`src/hw/rv_isa_pkg.sv`:
```
`default_nettype none

package rv_isa_pkg;

    localparam int XLEN     = 64;
    localparam int ILEN     = 32;
    localparam int REG_AW   = 5;
    localparam int NUM_REGS = 32;

    typedef logic [XLEN-1:0]   xlen_t;
    typedef logic [ILEN-1:0]   inst_t;
    typedef logic [XLEN-1:0]   addr_t;
    typedef logic [REG_AW-1:0] reg_addr_t;
    typedef logic [6:0]        opcode_t;
    typedef logic [2:0]        funct3_t;
    typedef logic [6:0]        funct7_t;
    typedef logic [XLEN/8-1:0] wmask_t;    // one bit per byte lane

    localparam int RD_BASE     = 7;
    localparam int FUNCT3_BASE = 12;
    localparam int RS1_BASE    = 15;
    localparam int RS2_BASE    = 20;
    localparam int FUNCT7_BASE = 25;

    localparam opcode_t OP     = 7'b0110011;
    localparam opcode_t OP_IMM = 7'b0010011;
    localparam opcode_t OP_32  = 7'b0111011;
    localparam opcode_t LOAD   = 7'b0000011;
    localparam opcode_t STORE  = 7'b0100011;
    localparam opcode_t JAL    = 7'b1101111;
    localparam opcode_t JALR   = 7'b1100111;
    localparam opcode_t LUI    = 7'b0110111;
    localparam opcode_t AUIPC  = 7'b0010111;
    localparam opcode_t BRANCH = 7'b1100011;

    localparam funct3_t F3_ADD_SUB = 3'b000;
    localparam funct3_t F3_SLTIU   = 3'b011;
    localparam funct3_t F3_LW      = 3'b010;
    localparam funct3_t F3_SD      = 3'b011;
    localparam funct3_t F3_JALR    = 3'b000;
    localparam funct3_t F3_BEQ     = 3'b000;
    localparam funct3_t F3_BNE     = 3'b001;

    localparam funct7_t F7_ADD = 7'b0000000;
    localparam funct7_t F7_SUB = 7'b0100000;

    localparam inst_t EBREAK_INST = 32'h0010_0073;
    localparam addr_t RESET_PC    = '0;

endpackage

`default_nettype wire

```
`src/hw/rv_ctrl_pkg.sv`:
```
`default_nettype none

package rv_ctrl_pkg;

    import rv_isa_pkg::*;

    typedef enum logic [2:0] {
        ALU_ADD,
        ALU_SUB,
        ALU_SLTU,
        ALU_AND
    } alu_op_e;

    typedef enum logic [1:0] {
        ALU_SRC_REG,      // rs1 op rs2
        ALU_SRC_IMM,      // rs1 op imm
        ALU_SRC_IMM_PC,   // pc + imm
        ALU_SRC_FOUR_PC   // pc + 4, link value
    } alu_src_e;

    typedef enum logic [2:0] {
        IMM_I,
        IMM_S,
        IMM_B,
        IMM_U,
        IMM_J
    } imm_sel_e;

    typedef enum logic [1:0] {
        EXT_NONE,
        EXT_WORD,         // addw
        EXT_LOAD_W        // lw
    } res_ext_e;

    typedef enum logic [2:0] {
        ST_FETCH,
        ST_DECODE,
        ST_EXEC,
        ST_MEM,
        ST_WB,
        ST_HALT
    } core_state_e;

    typedef struct packed {
        logic      branch;
        logic      branch_eq;   // beq when set, bne otherwise
        logic      jump;
        logic      jalr;
        logic      reg_wen;
        logic      mem_read;
        logic      mem_write;
        reg_addr_t rs1;
        reg_addr_t rs2;
        reg_addr_t rd;
        imm_sel_e  imm_sel;
        alu_op_e   alu_op;
        alu_src_e  alu_src;
        res_ext_e  res_ext;
        logic      ebreak;
        logic      illegal;
    } ctrl_t;

endpackage

`default_nettype wire

```
`src/hw/ctrl.sv`:
```
`timescale 1ns/1ps
`default_nettype none

module ctrl import rv_isa_pkg::*, rv_ctrl_pkg::*; (
    input  inst_t inst,
    output ctrl_t dec
);

    opcode_t   opcode;
    funct3_t   funct3;
    funct7_t   funct7;
    reg_addr_t rd;
    reg_addr_t rs1;
    reg_addr_t rs2;
    logic      known;
    logic      is_ebreak;

    assign opcode    = inst[6:0];
    assign funct3    = inst[FUNCT3_BASE +: $bits(funct3_t)];
    assign funct7    = inst[FUNCT7_BASE +: $bits(funct7_t)];
    assign rd        = inst[RD_BASE +: REG_AW];
    assign rs1       = inst[RS1_BASE +: REG_AW];
    assign rs2       = inst[RS2_BASE +: REG_AW];
    assign is_ebreak = (inst == EBREAK_INST);

    always_comb begin
        dec         = '0;             // no write, no jump, no memory access
        dec.imm_sel = IMM_I;
        dec.alu_op  = ALU_ADD;
        dec.alu_src = ALU_SRC_REG;
        dec.res_ext = EXT_NONE;
        known       = 1'b1;
        case (opcode)
            OP: begin
                known       = (funct3 == F3_ADD_SUB) && (funct7 == F7_ADD || funct7 == F7_SUB);
                dec.reg_wen = known;
                dec.rs1     = rs1;
                dec.rs2     = rs2;
                dec.rd      = rd;
                dec.alu_op  = (funct7 == F7_SUB) ? ALU_SUB : ALU_ADD;
            end
            OP_IMM: begin
                known       = (funct3 == F3_ADD_SUB) || (funct3 == F3_SLTIU);
                dec.reg_wen = known;
                dec.rs1     = rs1;
                dec.rd      = rd;
                dec.alu_src = ALU_SRC_IMM;
                dec.alu_op  = (funct3 == F3_SLTIU) ? ALU_SLTU : ALU_ADD;
            end
            OP_32: begin                  // addw only
                known       = (funct3 == F3_ADD_SUB) && (funct7 == F7_ADD);
                dec.reg_wen = known;
                dec.rs1     = rs1;
                dec.rs2     = rs2;
                dec.rd      = rd;
                dec.res_ext = EXT_WORD;
            end
            LOAD: begin
                known        = (funct3 == F3_LW);
                dec.reg_wen  = known;
                dec.mem_read = known;
                dec.rs1      = rs1;
                dec.rd       = rd;
                dec.alu_src  = ALU_SRC_IMM;
                dec.res_ext  = EXT_LOAD_W;
            end
            STORE: begin
                // base in rs1, data in rs2, nothing written back
                known         = (funct3 == F3_SD);
                dec.mem_write = known;
                dec.rs1       = rs1;
                dec.rs2       = rs2;
                dec.imm_sel   = IMM_S;
                dec.alu_src   = ALU_SRC_IMM;
            end
            JAL: begin
                dec.jump    = 1'b1;
                dec.reg_wen = 1'b1;
                dec.rd      = rd;
                dec.imm_sel = IMM_J;
                dec.alu_src = ALU_SRC_FOUR_PC;
            end
            JALR: begin
                known       = (funct3 == F3_JALR);
                dec.jump    = known;
                dec.jalr    = known;
                dec.reg_wen = known;
                dec.rs1     = rs1;
                dec.rd      = rd;
                dec.alu_src = ALU_SRC_FOUR_PC;
            end
            LUI: begin
                dec.reg_wen = 1'b1;       // x0 + imm
                dec.rd      = rd;
                dec.imm_sel = IMM_U;
                dec.alu_src = ALU_SRC_IMM;
            end
            AUIPC: begin
                dec.reg_wen = 1'b1;
                dec.rd      = rd;
                dec.imm_sel = IMM_U;
                dec.alu_src = ALU_SRC_IMM_PC;
            end
            BRANCH: begin
                known         = (funct3 == F3_BEQ) || (funct3 == F3_BNE);
                dec.branch    = known;
                dec.branch_eq = (funct3 == F3_BEQ);
                dec.rs1       = rs1;
                dec.rs2       = rs2;
                dec.imm_sel   = IMM_B;
                dec.alu_op    = ALU_SUB;  // taken on zero / not zero
            end
            default: known = 1'b0;
        endcase
        dec.ebreak  = is_ebreak;
        dec.illegal = !known && !is_ebreak;
    end

endmodule

`default_nettype wire

```
`config.mk`:
```
export PLATFORM = sky130hd
export DESIGN_NAME = ctrl
export DESIGN_NICKNAME = d
export VERILOG_FILES = /design/src/hw/rv_isa_pkg.sv /design/src/hw/rv_ctrl_pkg.sv /design/src/hw/ctrl.sv
export SDC_FILE = /design/constraint.sdc
export NUM_CORES = 1
export LEC_CHECK = 0
export BUFFER_PORTS_ARGS = -buffer_cell sky130_fd_sc_hd__buf_2
export CAP_MARGIN = 30
export CORE_MARGIN = 4
export CORE_UTILIZATION = 38
export DETAILED_ROUTE_END_ITERATION = 16
export PLACE_DENSITY = 0.84
export SYNTH_ARGS = -nofsm -noshare
export SYNTH_HDL_FRONTEND = slang
export SYNTH_SLANG_ARGS = --single-unit
```
`constraint.sdc`:
```
create_clock -name vclk -period 2.42
set_input_delay 0.484 -clock vclk [all_inputs]
set_output_delay 0.484 -clock vclk [all_outputs]
set_load 0.01 [all_outputs]
```
* Word-level counts from Yosys, hierarchy flattened
Cells that the tools add are included.
Storage, ports and cells: flip-flop bits (word level) 0, word-level logic and storage cells 48
Operators by class: equality and inequality tests 15, reductions and logical operators 17, multiplexer cells 16
Operator list (count):
- $eq A7 B6 Y1 const B | 5
- $eq A32 B21 Y1 const B | 1
- $eq A7 B7 Y1 const B | 3
- $mux W5 | 3
- $eq A7 B5 Y1 const B | 2
- $pmux W2 S3 | 2
- $pmux W3 S4 | 1
- $pmux W1 S8 | 1
- $reduce_or A4 Y1 | 2
- $reduce_or A8 Y1 | 1
- $eq A7 B2 Y1 const B | 1
- $logic_not A7 Y1 | 1
- $reduce_or A7 Y1 | 1
- $eq A3 B2 Y1 const B | 2
- $pmux W1 S6 | 1
- $mux W1 | 4
- $mux W2 | 2
- $pmux W2 S2 | 1
- $reduce_or A2 Y1 | 2
- $eq A3 B1 Y1 const B | 1
- $logic_and A1 B1 Y1 | 3
- $logic_not A3 Y1 | 1
- $logic_or A1 B1 Y1 | 3
- $reduce_or A3 Y1 | 1
- other kinds (2) | 3

* Logic depth before layout (Yosys ltp)
Gate-level depths: netlist of run 1.
depth in word-level cells 6, gate-level depth with buffers 6, gate-level depth less buffers 5

* Least setup slack after synthesis of run 1
OpenSTA, ideal clock, no wires.
path kind input -> output, start point input port inst[2], end point output port dec[29] (netlist name), path slack 75 ps, required time 1936 ps, path buffers 1, stages on the path 6, arrival 1861 ps, path through buf_2 > nor2_1 > and3_1 > nor4bb_1 > a2111o_1 > o21bai_1
RTL lines:
- start, declared | RTL line ctrl.sv:5 | input inst_t inst,
- end, declared | RTL line ctrl.sv:6 | output ctrl_t dec

==> results.md, run 1 <==
* Status: finished, violations left
* Failing checks: setup timing
* Lkg Pwr at 0.0006454 µW
* Smallest setup slack after layout at -0.003793 ns
* Hold path depth at 3
* Crit Path Max Fanout at 4
* Final RePlAce weighted congestion at 0.8840
* Seq cells at 0
* Final setup vio count at 1
* Compound-cell area share of the yosys netlist at 21.99%
* Peak VDD IR at 0.00005907 V
* Total die area at 0.002486 mm²
* Post-synthesis cell area at 665.6 µm²
* Critical path arrival at 1.94 ns
* CP Class: in -> out
* Vias in the first global route at 989
* Port Buf Inserts at 65
* Min Hold Slack at 1.268 ns
* Die Span X at 49.86 µm
* Main combinational cell family by area after synthesis: simple AND/OR/NAND/NOR gates
* Overall power at 126.7 µW
* Final #Nets at 209
* Share of cells above drive strength 1 at 49.14%
* Ant diodes at 0
* Congestion Overflow GR at 0
* Mux share of post-synthesis cell area at 1.504%
* Initial antenna violation count at 0
* DP HPWL at 2318 µm
* Largest net degree at the start of global routing at 12
* Avg Cell Area, Syn at 6.463 µm²
* Yosys cell types at 38
* Startpoint types: input port
* Seq. cell area at 0 µm²
* Fmax at 412.6 MHz
* Final Hold Violating Endpoints at 0
* # Max-Cap Violations at 0
* Final ANT Viol Nets at 0
* First-pass GRT wire length at 4209 µm
* Period utilisation layout at 100.2%
* DR WL/cell at 14.23 µm
* Initial detailed-routing violation count at 21
* Cells after synthesis at 103
* CLK BUF at 0
* CORE AREA at 0.001577 mm²
* Post-synthesis sequential area ratio at 0%
* PwrDens at 113.4 mW/mm²
* HP Class: in -> out
* Mean number of vias per cell at 5.602
* WP data required at 1.94 ns
* Top Ports at 66
* GRT Util Overall at 20.27%
* RSZ-0062 raised after global routing: true
* Starting Density at 42.22%
* Setup crit end kind: output port
* Row count at 14
* Drt first pass iters at 4
* Die H at 49.86 µm
* DRC viols at 0
* Routed Wire Length at 2717 µm
* Final TNS setup at -0.003793 ns
* Final Critical Period at 2.424 ns
* Via count at 1070
* Max Slew Vio Count at 0
* Hold-fix buffers at CTS at 0
* Xor-xnor portion of the synthesized cell area at 1.316%
* Mapped Nets at 135
* Simple-gate area share of the yosys netlist at 67.67%
* Post-Synth Adder-Cell Area at 0%
* Final core utilization at 70.87%
* YS warnings at 0
* Layout area overhead at 67.86%
==> cell type report <==
cell class,count,area (µm²)
Inverter,2,7.507
Tap cell,16,20.02
Multi-Input combinational cell,94,630.6
Timing Repair Buffer,79,459.2
Fill cell,135,459.2
==> path summary, 6_finish.rpt <==
check	from	endpoint	slack (ns)
setup / recovery	inst[14]	dec[29]	-0.004
hold / removal	inst[19]	dec[26]	1.27
==> Yosys cell counts <==
master     instances  area share [%]
and2_1            19              18
clkbuf_1           1            0.56
o21ai_0            1            0.75
nor4_1             3             2.8
a2111oi_4          1             4.1
buf_4              2             2.3
or3_1              1            0.94
nor4bb_1           1             1.5
nor2_1            14             7.9
a211oi_1           1             1.1
conb_1             1            0.56
o21a_1             1             1.1
nand4_1            2             1.9
and3_1             1            0.94
mux2i_1            1             1.5
or4_1              3             3.4
o211a_1            1             1.5
nor3_1             4             3.0
a21o_1             2             2.3
nand2_1           12             6.8
or3_4              1             1.7
or3_2              1             1.1
nand3b_1           1             1.1
nor4_4             1             3.2
o32a_1             2             3.0
nand4b_4           1             3.6
o21bai_1           1             1.1
a31oi_1            1            0.94
nor4b_1            2             2.6
a2111o_1           1             1.7
xor2_1             1             1.3
a311oi_1           1             1.3
nand2b_1           2             1.9
inv_1              2             1.1
a21oi_1            4             3.0
buf_2              4             3.0
nor2b_1            3             2.8
and3b_1            2             2.6
==> placed cells by master, fill, tap and decap left out, types with 2 or more instances in the layout <==
cell type	instances
buf_2	61
and2_1	19
nor2_1	14
buf_4	13
nand2_1	12
nor3_1	4
a21oi_1	4
nor2b_1	3
nor4_1	3
buf_6	3
inv_1	2
and3b_1	2
o32a_1	2
nand4_1	2
a21o_1	2
or4_1	2
nor4b_1	2
==> metal layers <==
layer | GRT usage, % | routed length [µm] | up-vias
met1 | 23.66 | 1024 | 480
li1 | - | - | 517
met2 | 39.43 | 1391 | 71
met3 | 3.313 | 288 | 2
met4 | 1.382 | 12 | 0
met5 | 0 | 0 | -
==> logic make-up after synthesis <==
kind of cell    Yosys count
compound gates           17
simple gates             74
buf+inv                   9
xor+xnor                  1
mux                       1
other cells               1
==> power breakdown <==
group	total, µW	internal, µW	switching, µW
Sequential	0	0	0
Combinational	127	63.1	63.5
Clock	0	0	0
Total	127	63.1	63.5
==> worst max-delay path: stages <==
cell and delay [ns]:
buf_8 0.10, or3_4 0.39, nand4b_4 0.19, a2111oi_4 0.35, a2111o_1 0.17, o21bai_1 0.11
buf_2 0.15
==> per-stage QoR <==
stage / cells / setup slack, ns / area (µm²)
after detailed placement: 191 / -0.03988 / 1077
after global routing: 191 / -0.09825 / 1117
after global placement: 191 / -0.01183 / 1077
after CTS: 191 / -0.01241 / 1095
final: 191 / -0.003793 / 1117
after floorplan: 103 / 0.07547 / 665.6
==> timing repair <==
item | 4_1_cts | 5_1_grt
pin swaps | 2 | 3
gates resized for setup | 3 | 7
endpoints found under the setup margin | 1 | 2
endpoints found under the hold margin | 0 | 0
buffers inserted | 0 | 0
Note: power is estimated with default switching activity, not from simulation.
==> run 2: changes to the inputs <==
==> config.mk (replaced) <==
export PLATFORM = sky130hd
export DESIGN_NAME = ctrl
export DESIGN_NICKNAME = d
export VERILOG_FILES = /design/src/hw/rv_isa_pkg.sv /design/src/hw/rv_ctrl_pkg.sv /design/src/hw/ctrl.sv
export SDC_FILE = /design/constraint.sdc
export NUM_CORES = 1
export LEC_CHECK = 0
export CAP_MARGIN = 30
export CORE_MARGIN = 4
export CORE_UTILIZATION = 40
export DETAILED_ROUTE_END_ITERATION = 16
export DONT_BUFFER_PORTS = 1
export PLACE_DENSITY = 0.6
export SYNTH_ARGS = -nofsm -noshare
export SYNTH_HDL_FRONTEND = slang
export SYNTH_SLANG_ARGS = --single-unit
==> run 2 against run 1 <==
Against the previous run:
- the run now ends clean
- count of clock-buffer cells in the layout is the same
- highest routed layer is now met3
- utilization shrank 28 points
- critical path depth down 2
- flip-flop and latch count stayed put
- fmax up 6.1%
- total power decreased by 59%
- via count shrank 29%
- first-iteration DRC count grew 4.8%
- largest power group unchanged
- worst setup slack improved by 0.14 ns
- global-route usage down 4.2 points
- final cell count is 40% lower
- non-clock buffer count down 77
==> results.md, run 2 (synthesis results as in run 1) <==
* DRC viols at 0 (unchanged)
* Drt first pass iters at 4 (unchanged)
* Final TNS setup at 0 ns (+0.003793 ns)
* Peak VDD IR at 0.00002908 V (-51%)
* Vias in the first global route at 704 (-29%)
* Smallest setup slack after layout at 0.1353 ns (+0.1391 ns)
* Post-CTS sizing at 0 (-3)
* Total die area at 0.002381 mm² (-4.2%)
* Critical path arrival at 1.80 ns (-0.14 ns)
* CLK BUF at 0 (unchanged)
* First-pass GRT wire length at 3305 µm (-21%)
* Fmax at 437.7 MHz (+6.1%)
* Ant diodes at 0 (unchanged)
* Final ANT Viol Nets at 0 (unchanged)
* RSZ-0062 raised after global routing: false
* Routed Wire Length at 2065 µm (-24%)
* # Max-Cap Violations at 0 (unchanged)
* Initial antenna violation count at 0 (unchanged)
* DR WL/cell at 18.11 µm (+27%)
* Dpl ws at 0.1423 ns (+0.1822 ns)
* Die Span X at 48.80 µm (-2.1%)
* PwrDens at 78.48 mW/mm² (-31%)
* Port Buf Inserts at 0 (-100%)
* GRT Util Overall at 16.08% (-4.2 points)
* Hold-fix buffers at CTS at 0 (unchanged)
* CORE AREA at 0.001541 mm² (-2.2%)
* Crit Path Max Fanout at 12 (+8)
* Final RePlAce weighted congestion at 0.9056 (+2.4%)
* Max Slew Vio Count at 0 (unchanged)
* Most common cell after layout, fill and taps aside: and2_1
* Setup crit end kind: output port
* Most frequent cells in the layout: and2_1, nor2_1, nand2_1
* Dpl cells at 114 (-40%)
* Fillers at 163 (+21%)
* Via count at 758 (-29%)
* Mean number of vias per cell at 6.649 (+19%)
* CP Class: in -> out
* Seq cells at 0 (unchanged)
* Die H at 48.80 µm (-2.1%)
* Overall power at 51.95 µW (-59%)
* Share of cells above drive strength 1 at 7.143% (-42 points)
* Period utilisation layout at 94.41% (-5.7 points)
* Largest net degree at the start of global routing at 15 (+3)
* Final Critical Period at 2.285 ns (-0.1391 ns)
* Final #Nets at 132 (-37%)
* Status: complete, no violations
* Initial detailed-routing violation count at 22 (+4.8%)
* Top Ports at 66 (unchanged)
* Row count at 14 (unchanged)
* Non-Filler Instances at 114 (-40%)
* Final Hold Violating Endpoints at 0 (unchanged)
* Seq. cell area at 0 µm² (unchanged)
* Setup bufs post-CTS at 0 (unchanged)
* Final setup vio count at 0 (-1)
* Slew HR at 62.49%
* Lkg Pwr at 0.0002664 µW (-59%)
* DP HPWL at 1766 µm (-24%)
* WP data required at 1.94 ns (about the same)
* Measured slew at the worst slew-check pin at 0.5575 ns
* Layout area overhead at -0.5638%
* Final core utilization at 42.94% (-28 points)
* HP Class: in -> out
* Starting Density at 43.18% (+0.96 points)
* Startpoint types: input port
* Congestion Overflow GR at 0 (unchanged)
run 2: where the power goes:
| group | internal [µW] | total, µW | switching [µW] |
|---|---|---|---|
| clock network | 0 | 0 | 0 |
| registers | 0 | 0 | 0 |
| logic | 23.1 | 51.9 | 28.8 |
| total | 23.1 | 51.9 | 28.8 |
run 2: worst max-delay path, stage by stage:
cell	delay [ns]
nand2b_1	0.16
or4_1	0.53
a2111oi_4	0.30
a2111o_1	0.16
o21bai_1	0.17
run 2: routing by layer:
layer  track usage, %  vias to the layer above  wire length, µm
li1                 -                      362                -
met1            21.25                      336              765
met5                0                        -                0
met3            3.364                        0              299
met4                0                        0                0
met2            28.26                       60             1001
run 2: path summary, 6_finish.rpt:
kind	slack, ns	to	start	cells after the start
worst min-delay path	1.02	dec[33]	inst[14]	1
worst max-delay path	0.14	dec[29]	inst[6]	5
run 2: layout make-up:
class | instances | area [µm²] | area share [%]
tap | 16 | 20.02 | 3.025
inverter | 2 | 7.507 | 1.134
timing repair buffer | 2 | 15.01 | 2.268
multi-input combinational | 94 | 619.3 | 93.57
run 2: stage by stage:
step	area (µm²)	hold WS (ns)
2_1_floorplan	665.6	1.019
4_1_cts	661.9	1.025
3_5_place_dp	661.9	1.025
3_3_place_gp	661.9	1.025
5_1_grt	661.9	1.025
6_report	661.9	1.022
==> run 3: changes to the inputs <==
--- a/config.mk
+++ b/config.mk
@@ -6,11 +6,11 @@
 export NUM_CORES = 1
 export LEC_CHECK = 0
 export CAP_MARGIN = 30
-export CORE_MARGIN = 4
-export CORE_UTILIZATION = 40
+export CORE_AREA = 4 4 41 43
 export DETAILED_ROUTE_END_ITERATION = 16
+export DIE_AREA = 0 0 45 47
 export DONT_BUFFER_PORTS = 1
-export PLACE_DENSITY = 0.6
+export PLACE_DENSITY = 0.73
 export SYNTH_ARGS = -nofsm -noshare
 export SYNTH_HDL_FRONTEND = slang
 export SYNTH_SLANG_ARGS = --single-unit
==> constraint.sdc (replaced) <==
create_clock -name vclk -period 2.1
set_input_delay 0.42 -clock vclk [all_inputs]
set_output_delay 0.42 -clock vclk [all_outputs]
set_load 0.005 [all_outputs]
==> run 3 against run 2 <==
Against the previous run:
- worst hold slack worse by 0.15 ns
- count of clock-buffer cells in the layout unchanged
- wire length grew 2.0%
- final cell count increased by 1.8%
- worst setup slack worse by 0.12 ns
- combinational power is 20% higher
- global-route usage up 2.1 points
- critical endpoint unchanged
==> results.md, run 3 (synthesis results as in run 1) <==
* Seq cells at 0 (unchanged)
* First-pass GRT wire length at 2987 µm (-9.6%)
* Final setup vio count at 0 (unchanged)
* CP Class: in -> out
* Initial antenna violation count at 0 (unchanged)
* Final #Nets at 135 (+2.3%)
* Setup bufs post-CTS at 0 (unchanged)
* DR WL/cell at 18.16 µm (+0.23%)
* Row count at 13 (-1)
* Largest net degree at the start of global routing at 15 (unchanged)
* WP data required at 1.68 ns (-0.26 ns)
* Crit path largest cell delay at 0.50 ns (-0.03 ns)
* CP max stage cell: or4_4
* Critical path arrival at 1.66 ns (-0.14 ns)
* Starting Density at 51.15% (+8.0 points)
* Layout area overhead at 4.887%
* CP Cell Sequence: nand2b_1 > or4_4 > a2111oi_4 > a2111o_1 > o21bai_4
* Final Hold Violating Endpoints at 0 (unchanged)
* Share of cells above drive strength 1 at 11.88% (+4.7 points)
* Final Critical Period at 2.084 ns
* Startpoint types: input port
* Peak VDD IR at 0.00004870 V (+67%)
* Placement Cell Area at 683.2 µm² (+3.2%)
* Lkg Pwr at 0.0002864 µW (+7.5%)
* CLK BUF at 0 (unchanged)
* Die H at 47 µm (-3.7%)
* Seq. cell area at 0 µm² (unchanged)
* CORE AREA at 0.001301 mm² (-16%)
* RSZ-0062 raised after global routing: true
* Crit Path Max Fanout at 12 (unchanged)
* Status: complete, no violations
* Total die area at 0.002115 mm² (-11%)
* Die Span X at 45 µm (-7.8%)
* Congestion Overflow GR at 0 (unchanged)
* Final RePlAce weighted congestion at 0.8558 (-5.5%)
* PwrDens at 89.37 mW/mm² (+14%)
* Hold-fix buffers at CTS at 0 (unchanged)
* Fillers at 145 (-11%)
* Hold path depth at 1 (unchanged)
* Drt first pass iters at 4 (unchanged)
* Mean number of vias per cell at 6.595 (-0.82%)
* Via count at 765 (+0.92%)
* Port Buf Inserts at 0 (unchanged)
* Routed Wire Length at 2106 µm (+2.0%)
* # Max-Cap Violations at 0 (unchanged)
* Fmax at 479.9 MHz
* DP HPWL at 1753 µm (-0.74%)
* Vias in the first global route at 707 (+0.43%)
* HP Class: in -> out
* Initial detailed-routing violation count at 28 (+27%)
* Setup crit end kind: output port
* Period utilisation layout at 99.23%
* Max Slew Vio Count at 0 (unchanged)
* GRT Util Overall at 18.17% (+2.1 points)
* Min Hold Slack at 0.8770 ns (-0.1452 ns)
* Most frequent cells in the layout: and2_1, nor2_1, nand2_1
* Most common cell after layout, fill and taps aside: and2_1
* DRC viols at 0 (unchanged)
* Post-route design area at 698.2 µm² (+5.5%)
* Final ANT Viol Nets at 0 (unchanged)
* Top Ports at 66 (unchanged)
* Ant diodes at 0 (unchanged)
[run 3: changes by cell type in the layout (fill, tap and decap cells not counted)]
cell	change
or4_4	+1
o21bai_1	-1
o21bai_4	+1
or4_1	-1
buf_4	+3
[run 3: path summary, 6_finish.rpt]
path  slack, ns  endpoint      from
max        0.02   dec[29]   inst[6]
min        0.88   dec[33]  inst[14]
[run 3: layout make-up]
cell class                 count  area [µm²]  share of cell area (%)
inverter                       2       7.507                   1.075
tap                           15       18.77                   2.688
timing repair buffer           5       37.54                   5.376
multi-input combinational     94       634.4                   90.86
[run 3: worst max-delay path, delay by kind of cell]
kind | cells | cell delay (ns)
and+or+nand+nor | 2 | 0.65
AOI/OAI and AO/OA | 3 | 0.59
[run 3: timing repair]
action                                 in CTS  in global routing
endpoints found under the hold margin       0                  0
pin swaps                                   1                  0
resized for setup                           1                  1
setup endpoints to repair                   1                  2
[run 3: layer usage]
metal  wire (µm)  share of wire [%]  global-route usage [%]  up-vias
met4           0                  0                       0        0
met2        1022                 49                   33.90       62
met3         291                 14                   3.448        0
li1            -                  -                       -      366
met5           0                  0                       0        -
met1         792                 38                   22.92      337
[run 3: report_power, final]
part           total, µW  leakage, µW  switching (µW)  internal, µW
logic               62.4     0.000286            31.5          30.9
registers              0            0               0             0
clock network          0            0               0             0
total               62.4     0.000286            31.5          30.9
[run 3: stage by stage]
step	total power, µW	setup WS, ns	std cells	TNS, ns	util, %
2_1_floorplan	59.93	0.009053	103	0	-
3_3_place_gp	59.55	0.02287	116	0	52.50
3_5_place_dp	60.38	-0.03442	116	-0.03442	52.50
4_1_cts	61.33	0.01158	116	0	52.79
5_1_grt	68.59	-0.04109	116	-0.08110	53.65
6_report	62.39	0.01612	116	0	53.65
