[src/hw/rv_isa_pkg.sv]
`default_nettype none

package rv_isa_pkg;

    localparam int XLEN     = 64;
    localparam int ILEN     = 32;
    localparam int REG_AW   = 5;
    localparam int NUM_REGS = 32;

    typedef logic [XLEN-1:0]   xlen_t;
    typedef logic [ILEN-1:0]   inst_t;
    typedef logic [XLEN-1:0]   addr_t;
    typedef logic [REG_AW-1:0] reg_addr_t;
    typedef logic [6:0]        opcode_t;
    typedef logic [2:0]        funct3_t;
    typedef logic [6:0]        funct7_t;
    typedef logic [XLEN/8-1:0] wmask_t;    // one bit per byte lane

    localparam int RD_BASE     = 7;
    localparam int FUNCT3_BASE = 12;
    localparam int RS1_BASE    = 15;
    localparam int RS2_BASE    = 20;
    localparam int FUNCT7_BASE = 25;

    localparam opcode_t OP     = 7'b0110011;
    localparam opcode_t OP_IMM = 7'b0010011;
    localparam opcode_t OP_32  = 7'b0111011;
    localparam opcode_t LOAD   = 7'b0000011;
    localparam opcode_t STORE  = 7'b0100011;
    localparam opcode_t JAL    = 7'b1101111;
    localparam opcode_t JALR   = 7'b1100111;
    localparam opcode_t LUI    = 7'b0110111;
    localparam opcode_t AUIPC  = 7'b0010111;
    localparam opcode_t BRANCH = 7'b1100011;

    localparam funct3_t F3_ADD_SUB = 3'b000;
    localparam funct3_t F3_SLTIU   = 3'b011;
    localparam funct3_t F3_LW      = 3'b010;
    localparam funct3_t F3_SD      = 3'b011;
    localparam funct3_t F3_JALR    = 3'b000;
    localparam funct3_t F3_BEQ     = 3'b000;
    localparam funct3_t F3_BNE     = 3'b001;

    localparam funct7_t F7_ADD = 7'b0000000;
    localparam funct7_t F7_SUB = 7'b0100000;

    localparam inst_t EBREAK_INST = 32'h0010_0073;
    localparam addr_t RESET_PC    = '0;

endpackage

`default_nettype wire

[src/hw/rv_ctrl_pkg.sv]
`default_nettype none

package rv_ctrl_pkg;

    import rv_isa_pkg::*;

    typedef enum logic [2:0] {
        ALU_ADD,
        ALU_SUB,
        ALU_SLTU,
        ALU_AND
    } alu_op_e;

    typedef enum logic [1:0] {
        ALU_SRC_REG,      // rs1 op rs2
        ALU_SRC_IMM,      // rs1 op imm
        ALU_SRC_IMM_PC,   // pc + imm
        ALU_SRC_FOUR_PC   // pc + 4, link value
    } alu_src_e;

    typedef enum logic [2:0] {
        IMM_I,
        IMM_S,
        IMM_B,
        IMM_U,
        IMM_J
    } imm_sel_e;

    typedef enum logic [1:0] {
        EXT_NONE,
        EXT_WORD,         // addw
        EXT_LOAD_W        // lw
    } res_ext_e;

    typedef enum logic [2:0] {
        ST_FETCH,
        ST_DECODE,
        ST_EXEC,
        ST_MEM,
        ST_WB,
        ST_HALT
    } core_state_e;

    typedef struct packed {
        logic      branch;
        logic      branch_eq;   // beq when set, bne otherwise
        logic      jump;
        logic      jalr;
        logic      reg_wen;
        logic      mem_read;
        logic      mem_write;
        reg_addr_t rs1;
        reg_addr_t rs2;
        reg_addr_t rd;
        imm_sel_e  imm_sel;
        alu_op_e   alu_op;
        alu_src_e  alu_src;
        res_ext_e  res_ext;
        logic      ebreak;
        logic      illegal;
    } ctrl_t;

endpackage

`default_nettype wire

[src/hw/core_fsm.sv]
`timescale 1ns/1ps
`default_nettype none

module core_fsm import rv_ctrl_pkg::*; (
    input  logic  clk,
    input  logic  arst_n,
    input  ctrl_t dec,
    output logic  fetch_en,
    output logic  decode_en,
    output logic  exec_en,
    output logic  mem_en,
    output logic  wb_en,
    output logic  halted,
    output logic  illegal
);

    core_state_e state;
    core_state_e state_nxt;
    logic        illegal_q;

    always_comb begin
        state_nxt = state;
        case (state)
            ST_FETCH:  state_nxt = ST_DECODE;
            ST_DECODE: state_nxt = (dec.ebreak || dec.illegal) ? ST_HALT : ST_EXEC;
            ST_EXEC:   state_nxt = (dec.mem_read || dec.mem_write) ? ST_MEM : ST_WB;
            ST_MEM:    state_nxt = ST_WB;
            ST_WB:     state_nxt = ST_FETCH;
            ST_HALT:   state_nxt = ST_HALT;   // only reset leaves
            default:   state_nxt = ST_FETCH;
        endcase
    end

    always_ff @(posedge clk or negedge arst_n) begin
        if (!arst_n) begin
            state     <= ST_FETCH;
            illegal_q <= 1'b0;
        end else begin
            state <= state_nxt;
            if (state == ST_DECODE && dec.illegal) begin
                illegal_q <= 1'b1;            // sticky
            end
        end
    end

    assign fetch_en  = (state == ST_FETCH);
    assign decode_en = (state == ST_DECODE);
    assign exec_en   = (state == ST_EXEC);
    assign mem_en    = (state == ST_MEM);
    assign wb_en     = (state == ST_WB);
    assign halted    = (state == ST_HALT);
    assign illegal   = illegal_q;

endmodule

`default_nettype wire

[config.mk]
export PLATFORM = sky130hd
export DESIGN_NAME = core_fsm
export DESIGN_NICKNAME = d
export VERILOG_FILES = /design/src/hw/rv_isa_pkg.sv /design/src/hw/rv_ctrl_pkg.sv /design/src/hw/core_fsm.sv
export SDC_FILE = /design/constraint.sdc
export NUM_CORES = 1
export LEC_CHECK = 0
export BUFFER_PORTS_ARGS = -buffer_cell sky130_fd_sc_hd__buf_2
export CAP_MARGIN = 5
export CORE_AREA = 5 5 42 44
export DETAILED_ROUTE_END_ITERATION = 16
export DIE_AREA = 0 0 47 49
export PLACE_DENSITY_LB_ADDON = 0.1
export SETUP_SLACK_MARGIN = 0.02
export SLEW_MARGIN = 25
export SYNTH_ARGS = -nofsm -noshare
export SYNTH_HDL_FRONTEND = slang
export SYNTH_SLANG_ARGS = --single-unit
export TNS_END_PERCENT = 1
[constraint.sdc]
create_clock -name clk -period 1.7 [get_ports clk]
set_input_delay 0.17 -clock clk [delete_from_list [all_inputs] [get_ports clk]]
set_output_delay 0.17 -clock clk [all_outputs]
set_load 0.03 [all_outputs]
After elaboration in Yosys (flattened, before gate mapping)
Index checks and enable logic that the tools add are counted.

storage, ports and cells
  bits in registers = 4
  input port bits = 36
  output and inout port bits = 7
  logic and storage cells = 14

operators by class
  eq/ne operators = 5
  muxes and demuxes = 3
  reduce and logical (&&, ||, !) cells = 4

operator list
  operator                                       count
  case mux 3 bit (5 select lines)                1
  == test 3 x 2 -> 1 bit, second input constant  2
  == test 3 bit, second input constant           2
  2-to-1 mux 3 bit                               2
  == test 3 x 1 -> 1 bit, second input constant  1
  zero test 3 bit                                1
  logical OR 1 bit                               2
  logical AND 1 bit                              1

Logic depth before layout (Yosys ltp)
Gate-level depths: netlist (run 1).

  word-level depth = 3
  depth in mapped cells = 3
  gate-level depth less buffers = 2

Worst setup path after synthesis (run 1)
OpenSTA, ideal clock, no wires.

  path kind = reg-to-reg
  start = register state[1]
  end = register state[1]
  library setup time = 71 ps
  data arrival time = 1559 ps
  required time = 1629 ps
  setup slack = 70 ps
  cell stages (with the launch flop) = 4
  path buffers = 1
  clock period less this slack = 1630 ps
  cell sequence = dfrtp_1 buf_6 nor3b_1 a22o_1

between the ends
  longest elaborated chain between the ends = 2

ends and longest elaborated chain
  item                             RTL line        RTL
  start, declared                  core_fsm.sv:17  core_state_e state;
  start signal, assigned           core_fsm.sv:39  state <= state_nxt;
  == test 3 x 1 -> 1 bit           n/a
  via decode_en                    core_fsm.sv:9   output logic decode_en,
  case mux 3 bit (5 select lines)  core_fsm.sv:23  case (state)
  via state_nxt[1]                 core_fsm.sv:18  core_state_e state_nxt;

The timed path passes the listed nets, and every way through them passes these cells.
A chain may end at the register's enable or synchronous reset.

Worst setup path after layout (run 1)
  start = register state[1]
  end = output port decode_en

between the ends
  longest elaborated chain between the ends = 1

ends and longest elaborated chain
  item                    RTL line        RTL
  == test 3 x 1 -> 1 bit  core_fsm.sv:47  assign decode_en = (state == ST_DECODE);
  end, declared           core_fsm.sv:9

No other way between the ends.

==> results of run 1 <==
-- where the power goes --
part | internal, mW | leakage [nW] | switching [mW]
clock network | 0.0788 | 0.0138 | 0.0363
registers | 0.122 | 0.0439 | 0.0569
logic | 0.0951 | 0.0997 | 0.155
-- flip-flops by register name, indices dropped and copies added (netlist names) --
register,count
state,3
illegal,1
-- cell usage in the layout, fill, tap and decap left out --
cell type	instances
buf_2	12
nor3b_1	5
dfrtp_1	4
clkbuf_4	3
inv_1	1
nor3_1	1
nor3b_2	1
nor4b_1	1
and2_1	1
a2111oi_1	1
nand2_1	1
or4_1	1
o211a_1	1
or2_2	1
nor2_1	1
a22o_1	1
a21o_1	1
dlygate4sd3_1	1
-- routing by layer --
layer  routed length (µm)  part of all wire (%)  vias to the layer above
li1                     -                     -                      117
met1                  311                    51                      101
met2                  255                    42                       11
met3                   46                   7.5                        0
met4                    0                     0                        0
met5                    0                     0                        -
-- layout make-up --
cell class,instances,share of cell area [%]
Clock buffer,3,6.55
Inverter,1,1.09
Timing Repair Buffer,13,20.4
Multi-Input combinational cell,17,37.1
Tap cell,16,5.82
Sequential cell,4,29.1
-- path summary, 6_finish.rpt --
path                        endpoint     start  depth (start not counted)  slack (ns)
min                          illegal    dec[0]                          2        0.19
max reg2reg                 state[2]  state[1]                          2        0.44
min reg2reg                  illegal   illegal                          1        0.45
max in group asynchronous   state[1]    arst_n                          2        1.31
max                        decode_en  state[1]                          2        0.23
min in group asynchronous   state[0]    arst_n                          2        0.27
-- worst max-delay path, cell delays in order (launching register included) --
cell and delay, ns:
dfrtp_1 0.46, nor3b_1 0.34, buf_2 0.27
-- stage by stage --
stage / setup slack (ns) / cells
global placement: 0.454 / 50
detailed placement: 0.445 / 50
finish: 0.233 / 54
CTS: 0.218 / 54
floorplan: 0.0702 / 24
global route: 0.136 / 54
-- cell families (layout without fill, tap and decap cells) --
logic type	count (synthesis)	count (layout)	synth area share (%)
flip-flops	4	4	40.0
AO/OA/AOI/OAI	4	4	14.5
buffers and inverters	3	17	9.00
AND/OR/NAND/NOR	13	13	36.5
==> metrics.md, run 1 <==
| Metric | Value |
|---|---|
| Status | `completed` |
| Worst-skew pair later-pin latency | `0.23 ns` |
| Vias per Instance | `4.24` |
| Flip-flop and latch area | `100 µm²` |
| Least-Margin Pin Slew | `0.346 ns` |
| Final period util | `between 80% and 90%` |
| Unrepaired setup endpoints after global routing | `false` |
| Post_cts resized | `0` |
| Post CTS Setup Buffer Count | `0` |
| Maximum clock path buffer count | `2` |
| Yosys top cell by area | `dfrtp_1` |
| Crit Path Class | `reg2out` |
| Final setup viols | `0` |
| ANT nets after route | `0` |
| Clk slew on worst S/H paths | `~0.030 ns` |
| CTS Buf Count | `3` |
| Hold_ws | `about 0.19 ns` |
| GR peak layer | `met1` |
| Fmax | `682 MHz` |
| CTS root buffer | `clkbuf_4` |
| Starting Density | `between 15 and 20%` |
| Register bit total from synthesis | `4` |
| Hold Vio Cnt, Final | `0` |
| FILL cells | `roughly 170` |
| Data required time of the critical path | `between 1.5 and 2 ns` |
| Post-synth top flop | `dfrtp_1` |
| Crit path time final | `approximately 1.5 ns` |
| Multi-input logic area | `approximately 130 µm²` |
| Headroom to the max-slew limit | `roughly three quarters` |
| GR Util All Layers | `around 6%` |
| Routed wire length | `613 µm` |
| Die area | `~2300 µm²` |
| Routed length per instance | `11.4 µm` |
| Pwr Density | `1580 nW/µm²` |
| Hold_buf cts | `1` |
| Register area share after synthesis | `40.0%` |
| Finished Core Util | `24.6%` |
| Most frequent cell after synthesis | `nor3b_1` |
| M1 GR Usage | `approximately 8.6%` |
| Core box area | `1400 µm²` |
| M2 GR Usage | `just under 7%` |
| CP endpoint kind | `output port` |
| HPWL Detailed | `473 µm` |
| Setup TNS | `0 ns` |
| Syn nets | `60` |
| Finished Cell Area | `~340 µm²` |
| Yosys cell types | `17` |
| First-pass GRT wire length | `roughly 1.0 mm` |
| H-Tree Depth | `1` |
| Hold Crit Class | `in2reg` |
| Main area contributors after synthesis | `dfrtp_1, nor3b_1, nor3b_2` |
| Share of layout cells above drive strength 1 | `approximately 45%` |
| Max Slew Vio Count | `0` |
| Mapped Cells | `24` |
| Worst clock skew | `0.00257 ns` |
| Syn. warnings | `0` |
| Total Nets Final | `76` |
| CTS tree | `done` |
| Maxcap violations | `0` |
| I/O Pins | `43` |
| Via count | `approximately 230` |
| Antenna fix cells | `0` |
| Max Fanout on Critical Path | `10` |
| Syn avg cell area | `approximately 10 µm²` |
| Area share of the leading cell type in the synthesized netlist | `approximately two fifths` |
| Synth-to-Final Area Change | `37.5%` |
| Ys async rst share | `100%` |
| Pre-antenna DRT Iters | `2` |
| Die Wd | `between 40 and 50 µm` |
| Met3 Usage GRT | `under 10%` |
| Post-synth EDFFs | `0` |
| IO buf count | `12` |
| Row count | `14` |
| Placed inst area | `around 310 µm²` |
| Routability cong. | `roughly 0.63` |
| Mapped cell area | `about 250 µm²` |
| Largest net degree at the start of global routing | `11` |
| Pwr Total | `0.543 mW` |
| Antenna violations before repair | `0` |
| Crit start category | `flop` |
| Grt total ovfl | `0` |
| Number of global-route vias before repair | `between 200 and 250` |
| Maximum VDD drop | `roughly 0.00061 V` |
| DRT iter0 DRCs | `1` |
| WP data arrival | `between 1 and 1.5 ns` |
| Post-synth top cells | `nor3b_1, dfrtp_1` |
| Residual DRC count | `0` |
| Pleak | `between 0.15 and 0.2 nW` |
| Die Ht | `just under 50 µm` |
| CTS sink count | `4` |
Power figures use the tool's default switching activity.
==> inputs of run 2 (changes only) <==
--- a/config.mk
+++ b/config.mk
@@ -7,9 +7,12 @@
 export LEC_CHECK = 0
 export BUFFER_PORTS_ARGS = -buffer_cell sky130_fd_sc_hd__buf_2
 export CAP_MARGIN = 5
-export CORE_AREA = 5 5 42 44
+export CELL_PAD_IN_SITES_DETAIL_PLACEMENT = 1
+export CELL_PAD_IN_SITES_GLOBAL_PLACEMENT = 1
+export CORE_MARGIN = 5
+export CORE_UTILIZATION = 15
 export DETAILED_ROUTE_END_ITERATION = 16
-export DIE_AREA = 0 0 47 49
+export GPL_TIMING_DRIVEN = 0
 export PLACE_DENSITY_LB_ADDON = 0.1
 export SETUP_SLACK_MARGIN = 0.02
 export SLEW_MARGIN = 25
==> run 2 against run 1 <==
Net effect: final area is 5.5% higher; clock power hardly changed; critical path type unchanged; die area grew 12%.
==> metrics.md, run 2 (synthesis gave the netlist of run 1 again) <==
| Metric | Value |
|---|---|
| Status | `completed` |
| Via count | `239 (+4.4%)` |
| Pre-antenna DRT Iters | `2 (unchanged)` |
| Final setup viols | `0 (unchanged)` |
| Final period util | `89.9% (+3.6 points)` |
| Flip-flop and latch area | `100 µm² (unchanged)` |
| Die Wd | `50.8 µm (+8.2%)` |
| Routed wire length | `731 µm (+19%)` |
| Largest register FFs | `3 (unchanged)` |
| CTS tree | `done` |
| I/O Pins | `43 (unchanged)` |
| Residual DRC count | `0 (unchanged)` |
| First-pass GRT wire length | `1.19 mm (+19%)` |
| CTS sink count | `4 (unchanged)` |
| Hold Crit Class | `in2reg` |
| CTS Buf Count | `3 (unchanged)` |
| Setup TNS | `0 ns (unchanged)` |
| DRT iter0 DRCs | `2 (+1)` |
| Most frequent cells in the layout | `buf_2, nor3b_1, dfrtp_1, clkbuf_4` |
| Maxcap violations | `0 (unchanged)` |
| Hold_ws | `0.205 ns (+0.0109 ns)` |
| Share of layout cells above drive strength 1 | `47.5% (+2.8 points)` |
| Starting Density | `16.2% (-1.6 points)` |
| Worst reg-to-reg setup slack | `0.42 ns (-0.02 ns)` |
| CTS root buffer | `clkbuf_4` |
| Core box area | `1540 µm² (+10%)` |
| Total Nets Final | `78 (+2.6%)` |
| Grt total ovfl | `0 (unchanged)` |
| H-Tree Depth | `1 (unchanged)` |
| Hold Vio Cnt, Final | `0 (unchanged)` |
| Pwr Density | `1590 nW/µm² (+0.63%)` |
| Routed length per instance | `13.1 µm (+15%)` |
| Worst-skew pair later-pin latency | `0.23 ns (about the same)` |
| Unrepaired setup endpoints after global routing | `false` |
| WP data arrival | `1.36 ns (+0.06 ns)` |
| WHS Endpoint | `illegal` |
| Commonest non-fill, non-tap cell in the layout | `buf_2` |
| Reg2reg path depth | `3 (+1)` |
| Routability cong. | `0.681 (+8.5%)` |
| Max Slew Vio Count | `0 (unchanged)` |
| Maximum clock path buffer count | `2 (unchanged)` |
| Worst slack at placement | `0.410 ns (-0.0350 ns)` |
| Antenna fix cells | `0 (unchanged)` |
| Worst r2r dst | `state[2]` |
| Data required time of the critical path | `1.53 ns (about the same)` |
| Post-Layout Cell Count | `56 (+3.7%)` |
| ANT nets after route | `0 (unchanged)` |
| CP endpoint kind | `output port` |
| Cell count after placement | `52 (+4.0%)` |
| Die area | `2590 µm² (+12%)` |
| Die Ht | `50.8 µm (+3.8%)` |
| Row count | `14 (unchanged)` |
| FILL cells | `186 (+12%)` |
| Maximum VDD drop | `0.000469 V (-24%)` |
| Crit Path Class | `reg2out` |
| Clk slew on worst S/H paths | `0.04 ns (about the same)` |
| Crit path time final | `1.53 ns (+0.0611 ns)` |
| Multi-input logic area | `128 µm² (unchanged)` |
| IO buf count | `12 (unchanged)` |
| Synth-to-Final Area Change | `45.0%` |
| Fmax | `654 MHz (-4.0%)` |
| Vias per Instance | `4.27 (+0.64%)` |
| Worst clock skew | `0.00522 ns (+0.00264 ns)` |
| Number of global-route vias before repair | `273 (+15%)` |
| Largest Register | `state` |
| Least-Margin Pin Slew | `0.368 ns (+0.0219 ns)` |
| Pleak | `0.168 nW (+6.9%)` |
| Worst R2R Start | `state[1]` |
| Max Fanout on Critical Path | `10 (unchanged)` |
| Crit start category | `flop` |
| Largest net degree at the start of global routing | `11 (unchanged)` |
| Antenna violations before repair | `0 (unchanged)` |
| HPWL Detailed | `572 µm (+21%)` |
| Worst setup margin | `0.172 ns (-0.0611 ns)` |
| WHS Path Cells | `2 (unchanged)` |
| Hold_sp | `dec[0]` |
| Headroom to the max-slew limit | `75.4% (-1.5 points)` |
| GR Util All Layers | `6.32% (+0.18 points)` |
[run 2: repair_timing]
item / in CTS / in global routing
hold buffers: 1 / 0
setup buffers: 0 / 0
gates resized for setup: 0 / 0
hold endpoints to repair: 4 / 0
[run 2: layer usage]
layer	global-route usage (%)	wire (µm)	part of all wire, %	vias to the layer above
li1	-	-	-	120
met1	6.70	308	42	113
met2	10.1	391	53	6
met3	0.291	32	4.4	0
met4	7.66	0	0	0
met5	0	0	0	-
[run 2: area by class of cell]
type	instances	area share, %
multi-input cells	17	35.2
flip-flops and latches	4	27.6
repair buffers	13	19.3
clock buffers	3	6.21
well taps	16	5.52
plain buffers	2	5.17
inverters	1	1.03
[run 2: how the worst max path moves through the flow]
| stage | slack (ns) | endpoint | start | depth (start not counted) |
|---|---|---|---|---|
| floorplan | 0.07 | state[1] | state[1] | 3 |
| global placement | 0.42 | decode_en | state[2] | 3 |
| detailed placement | 0.41 | state[2] | state[1] | 3 |
| CTS | 0.16 | decode_en | state[1] | 3 |
| global route | 0.11 | decode_en | state[2] | 3 |
| finish | 0.17 | decode_en | state[1] | 3 |
[run 2: worst max-delay path, stage by stage (launching register included)]
cell and delay [ns]:
dfrtp_1 0.37, buf_6 0.14, nor3b_1 0.35, buf_2 0.27
[run 2: report_power, final]
part           switching [mW]  total, mW  internal [mW]
Clock                  0.0364      0.115         0.0788
Combinational           0.199      0.316          0.117
Sequential             0.0243      0.146          0.122
Total                   0.259      0.577          0.317
[run 2: per-stage QoR]
| stage | instance area [µm²] | power (mW) | util (%) |
|---|---|---|---|
| after global placement | 330 | 0.466 | 21.4 |
| final | 363 | 0.577 | 23.5 |
| after floorplan | 250 | 0.374 | - |
| after CTS | 363 | 0.587 | 23.5 |
| after detailed placement | 330 | 0.461 | 21.4 |
| after global routing | 363 | 0.612 | 23.5 |
==> inputs of run 3 (changes only) <==
--- a/config.mk
+++ b/config.mk
@@ -10,7 +10,7 @@
 export CELL_PAD_IN_SITES_DETAIL_PLACEMENT = 1
 export CELL_PAD_IN_SITES_GLOBAL_PLACEMENT = 1
 export CORE_MARGIN = 5
-export CORE_UTILIZATION = 15
+export CORE_UTILIZATION = 16
 export DETAILED_ROUTE_END_ITERATION = 16
 export GPL_TIMING_DRIVEN = 0
 export PLACE_DENSITY_LB_ADDON = 0.1
==> constraint.sdc (replaced) <==
create_clock -name clk -period 1.85 [get_ports clk]
set_input_delay 0.185 -clock clk [delete_from_list [all_inputs] [get_ports clk]]
set_output_delay 0.185 -clock clk [all_outputs]
set_load 0.03 [all_outputs]
==> run 3 against run 2 <==
Net effect: via count is 2.5% higher; setup slack gained 0.18 ns; clock-buffer cell count unchanged; combinational power shrank 8.9%.
==> metrics.md, run 3 (synthesis gave the netlist of run 1 again) <==
| Metric | Value |
|---|---|
| Data required time of the critical path | `1.66 ns (+0.13 ns)` |
| Pwr Density | `1450 nW/µm² (-8.5%)` |
| Routed wire length | `651 µm (-11%)` |
| Largest register FFs | `3 (unchanged)` |
| Clock power frac | `20.0% (about the same)` |
| Crit Path Class | `reg2out` |
| CP endpoint kind | `output port` |
| Setup TNS | `0 ns (unchanged)` |
| Synth-to-Final Area Change | `45.0% (unchanged)` |
| Unrepaired setup endpoints after global routing | `false` |
| CTS sink count | `4 (unchanged)` |
| First-pass GRT wire length | `1.15 mm (-4.0%)` |
| Core box area | `1490 µm² (-3.4%)` |
| H-Tree Depth | `1 (unchanged)` |
| IO buf count | `12 (unchanged)` |
| Worst clock skew | `0.000348 ns (-0.00487 ns)` |
| Routed length per instance | `11.6 µm (-11%)` |
| Least-Margin Pin Slew | `0.407 ns (+0.0389 ns)` |
| Largest Register | `state` |
| Maxcap violations | `0 (unchanged)` |
| Status | `completed` |
| Pre-antenna DRT Iters | `3 (+1)` |
| Largest net degree at the start of global routing | `11 (unchanged)` |
| Die Wd | `49.5 µm (-2.6%)` |
| I/O Pins | `43 (unchanged)` |
| Pleak | `0.168 nW (unchanged)` |
| Routability cong. | `0.687 (+0.82%)` |
| Worst-skew pair later-pin latency | `0.23 ns (about the same)` |
| Reg power frac | `25.5% (+0.2 points)` |
| Hold_ws | `0.205 ns (-0.000172 ns)` |
| Via count | `245 (+2.5%)` |
| Die Ht | `49.5 µm (-2.6%)` |
| Grt total ovfl | `0 (unchanged)` |
| Max Slew Vio Count | `0 (unchanged)` |
| Hold Vio Cnt, Final | `0 (unchanged)` |
| Antenna fix cells | `0 (unchanged)` |
| Crit start category | `flop` |
| Comb pwr share | `54.5% (-0.2 points)` |
| Antenna violations before repair | `0 (unchanged)` |
| Sw power | `0.236 mW (-9.0%)` |
| Finished Cell Area | `363 µm² (unchanged)` |
| Hold Crit Class | `in2reg` |
| Clk slew on worst S/H paths | `0.04 ns (about the same)` |
| ANT nets after route | `0 (unchanged)` |
| CTS root buffer | `clkbuf_4` |
| Final period util | `81.2%` |
| Fmax | `between 600 and 700 MHz` |
| Commonest non-fill, non-tap cell in the layout | `buf_2` |
| CTS tree | `done` |
| Maximum VDD drop | `0.000581 V (+24%)` |
| Post CTS Setup Buffer Count | `0 (unchanged)` |
| HPWL Detailed | `508 µm (-11%)` |
| Placed inst area | `330 µm² (unchanged)` |
| Headroom to the max-slew limit | `72.8% (-2.6 points)` |
| Number of global-route vias before repair | `264 (-3.3%)` |
| Max Fanout on Critical Path | `10 (unchanged)` |
| GR Util All Layers | `6.46% (+0.14 points)` |
| Starting Density | `16.8% (+0.57 points)` |
| Sw frac | `44.7% (-0.25 points)` |
| Row count | `14 (unchanged)` |
| Maximum clock path buffer count | `2 (unchanged)` |
| WP data arrival | `1.32 ns (-0.04 ns)` |
| Residual DRC count | `0 (unchanged)` |
| Final setup viols | `0 (unchanged)` |
| Most frequent cells in the layout | `buf_2, nor3b_1, dfrtp_1, clkbuf_4` |
| Die area | `2450 µm² (-5.0%)` |
| Crit path time final | `1.50 ns` |
| DRT iter0 DRCs | `3 (+1)` |
| Internal power | `0.292 mW (-8.1%)` |
| Vias per Instance | `4.38 (+2.5%)` |
| CTS Buf Count | `3 (unchanged)` |
| Total Nets Final | `78 (unchanged)` |
| Share of layout cells above drive strength 1 | `47.5% (unchanged)` |
## run 3: cell counts in the layout (fill, tap and decap cells not counted)
Identical to the previous run, type by type.
## run 3: worst paths after layout
check	slack, ns	depth (start not counted)	startpoint	end
setup / recovery	0.35	3	state[2]	decode_en
hold / removal	0.20	2	dec[0]	illegal
setup reg to reg	0.58	3	state[2]	state[2]
hold reg to reg	0.45	1	illegal	illegal
max in group asynchronous	1.45	2	arst_n	state[0]
min in group asynchronous	0.29	2	arst_n	illegal
## run 3: area by class of cell
| cell class | count | area [µm²] |
|---|---|---|
| Fill cell | 181 | 1130 |
| Buffer | 2 | 18.8 |
| Sequential cell | 4 | 100 |
| Tap cell | 16 | 20.0 |
| Multi-Input combinational cell | 17 | 128 |
| Timing Repair Buffer | 13 | 70.1 |
| Inverter | 1 | 3.75 |
| Clock buffer | 3 | 22.5 |
## run 3: worst max-delay path, cell delays in order (launching register included)
cell and delay [ns]:
dfrtp_1 0.35, buf_4 0.16, nor3b_1 0.31, buf_2 0.27
## run 3: power by group through the flow
stage               clock network, mW  logic, mW  registers [mW]
floorplan                           0      0.215           0.129
global placement                    0      0.290           0.136
detailed placement                  0      0.289           0.136
CTS                             0.111      0.292           0.135
global route                    0.119      0.314           0.138
finish                          0.106      0.288           0.134
## run 3: per-stage QoR
stage	setup WS [ns]	power, mW	utilization [%]	std cells
floorplan	0.220	0.344	-	24
global placement	0.591	0.426	22.2	52
detailed placement	0.573	0.424	22.2	52
CTS	0.323	0.538	24.4	56
global route	0.227	0.571	24.4	56
finish	0.348	0.528	24.4	56
## run 3: what timing repair did
| action | in CTS | in global routing |
|---|---|---|
| resized for setup | 0 | 0 |
| hold buffers | 1 | 0 |
| hold endpoints to repair | 4 | 0 |
## run 3: metal layers
metal	track usage, %	vias to the layer above	wire (µm)
li1	-	121	-
met1	6.36	117	291
met2	9.53	7	332
met3	3.01	0	26
met4	6.55	0	0
met5	0	-	0
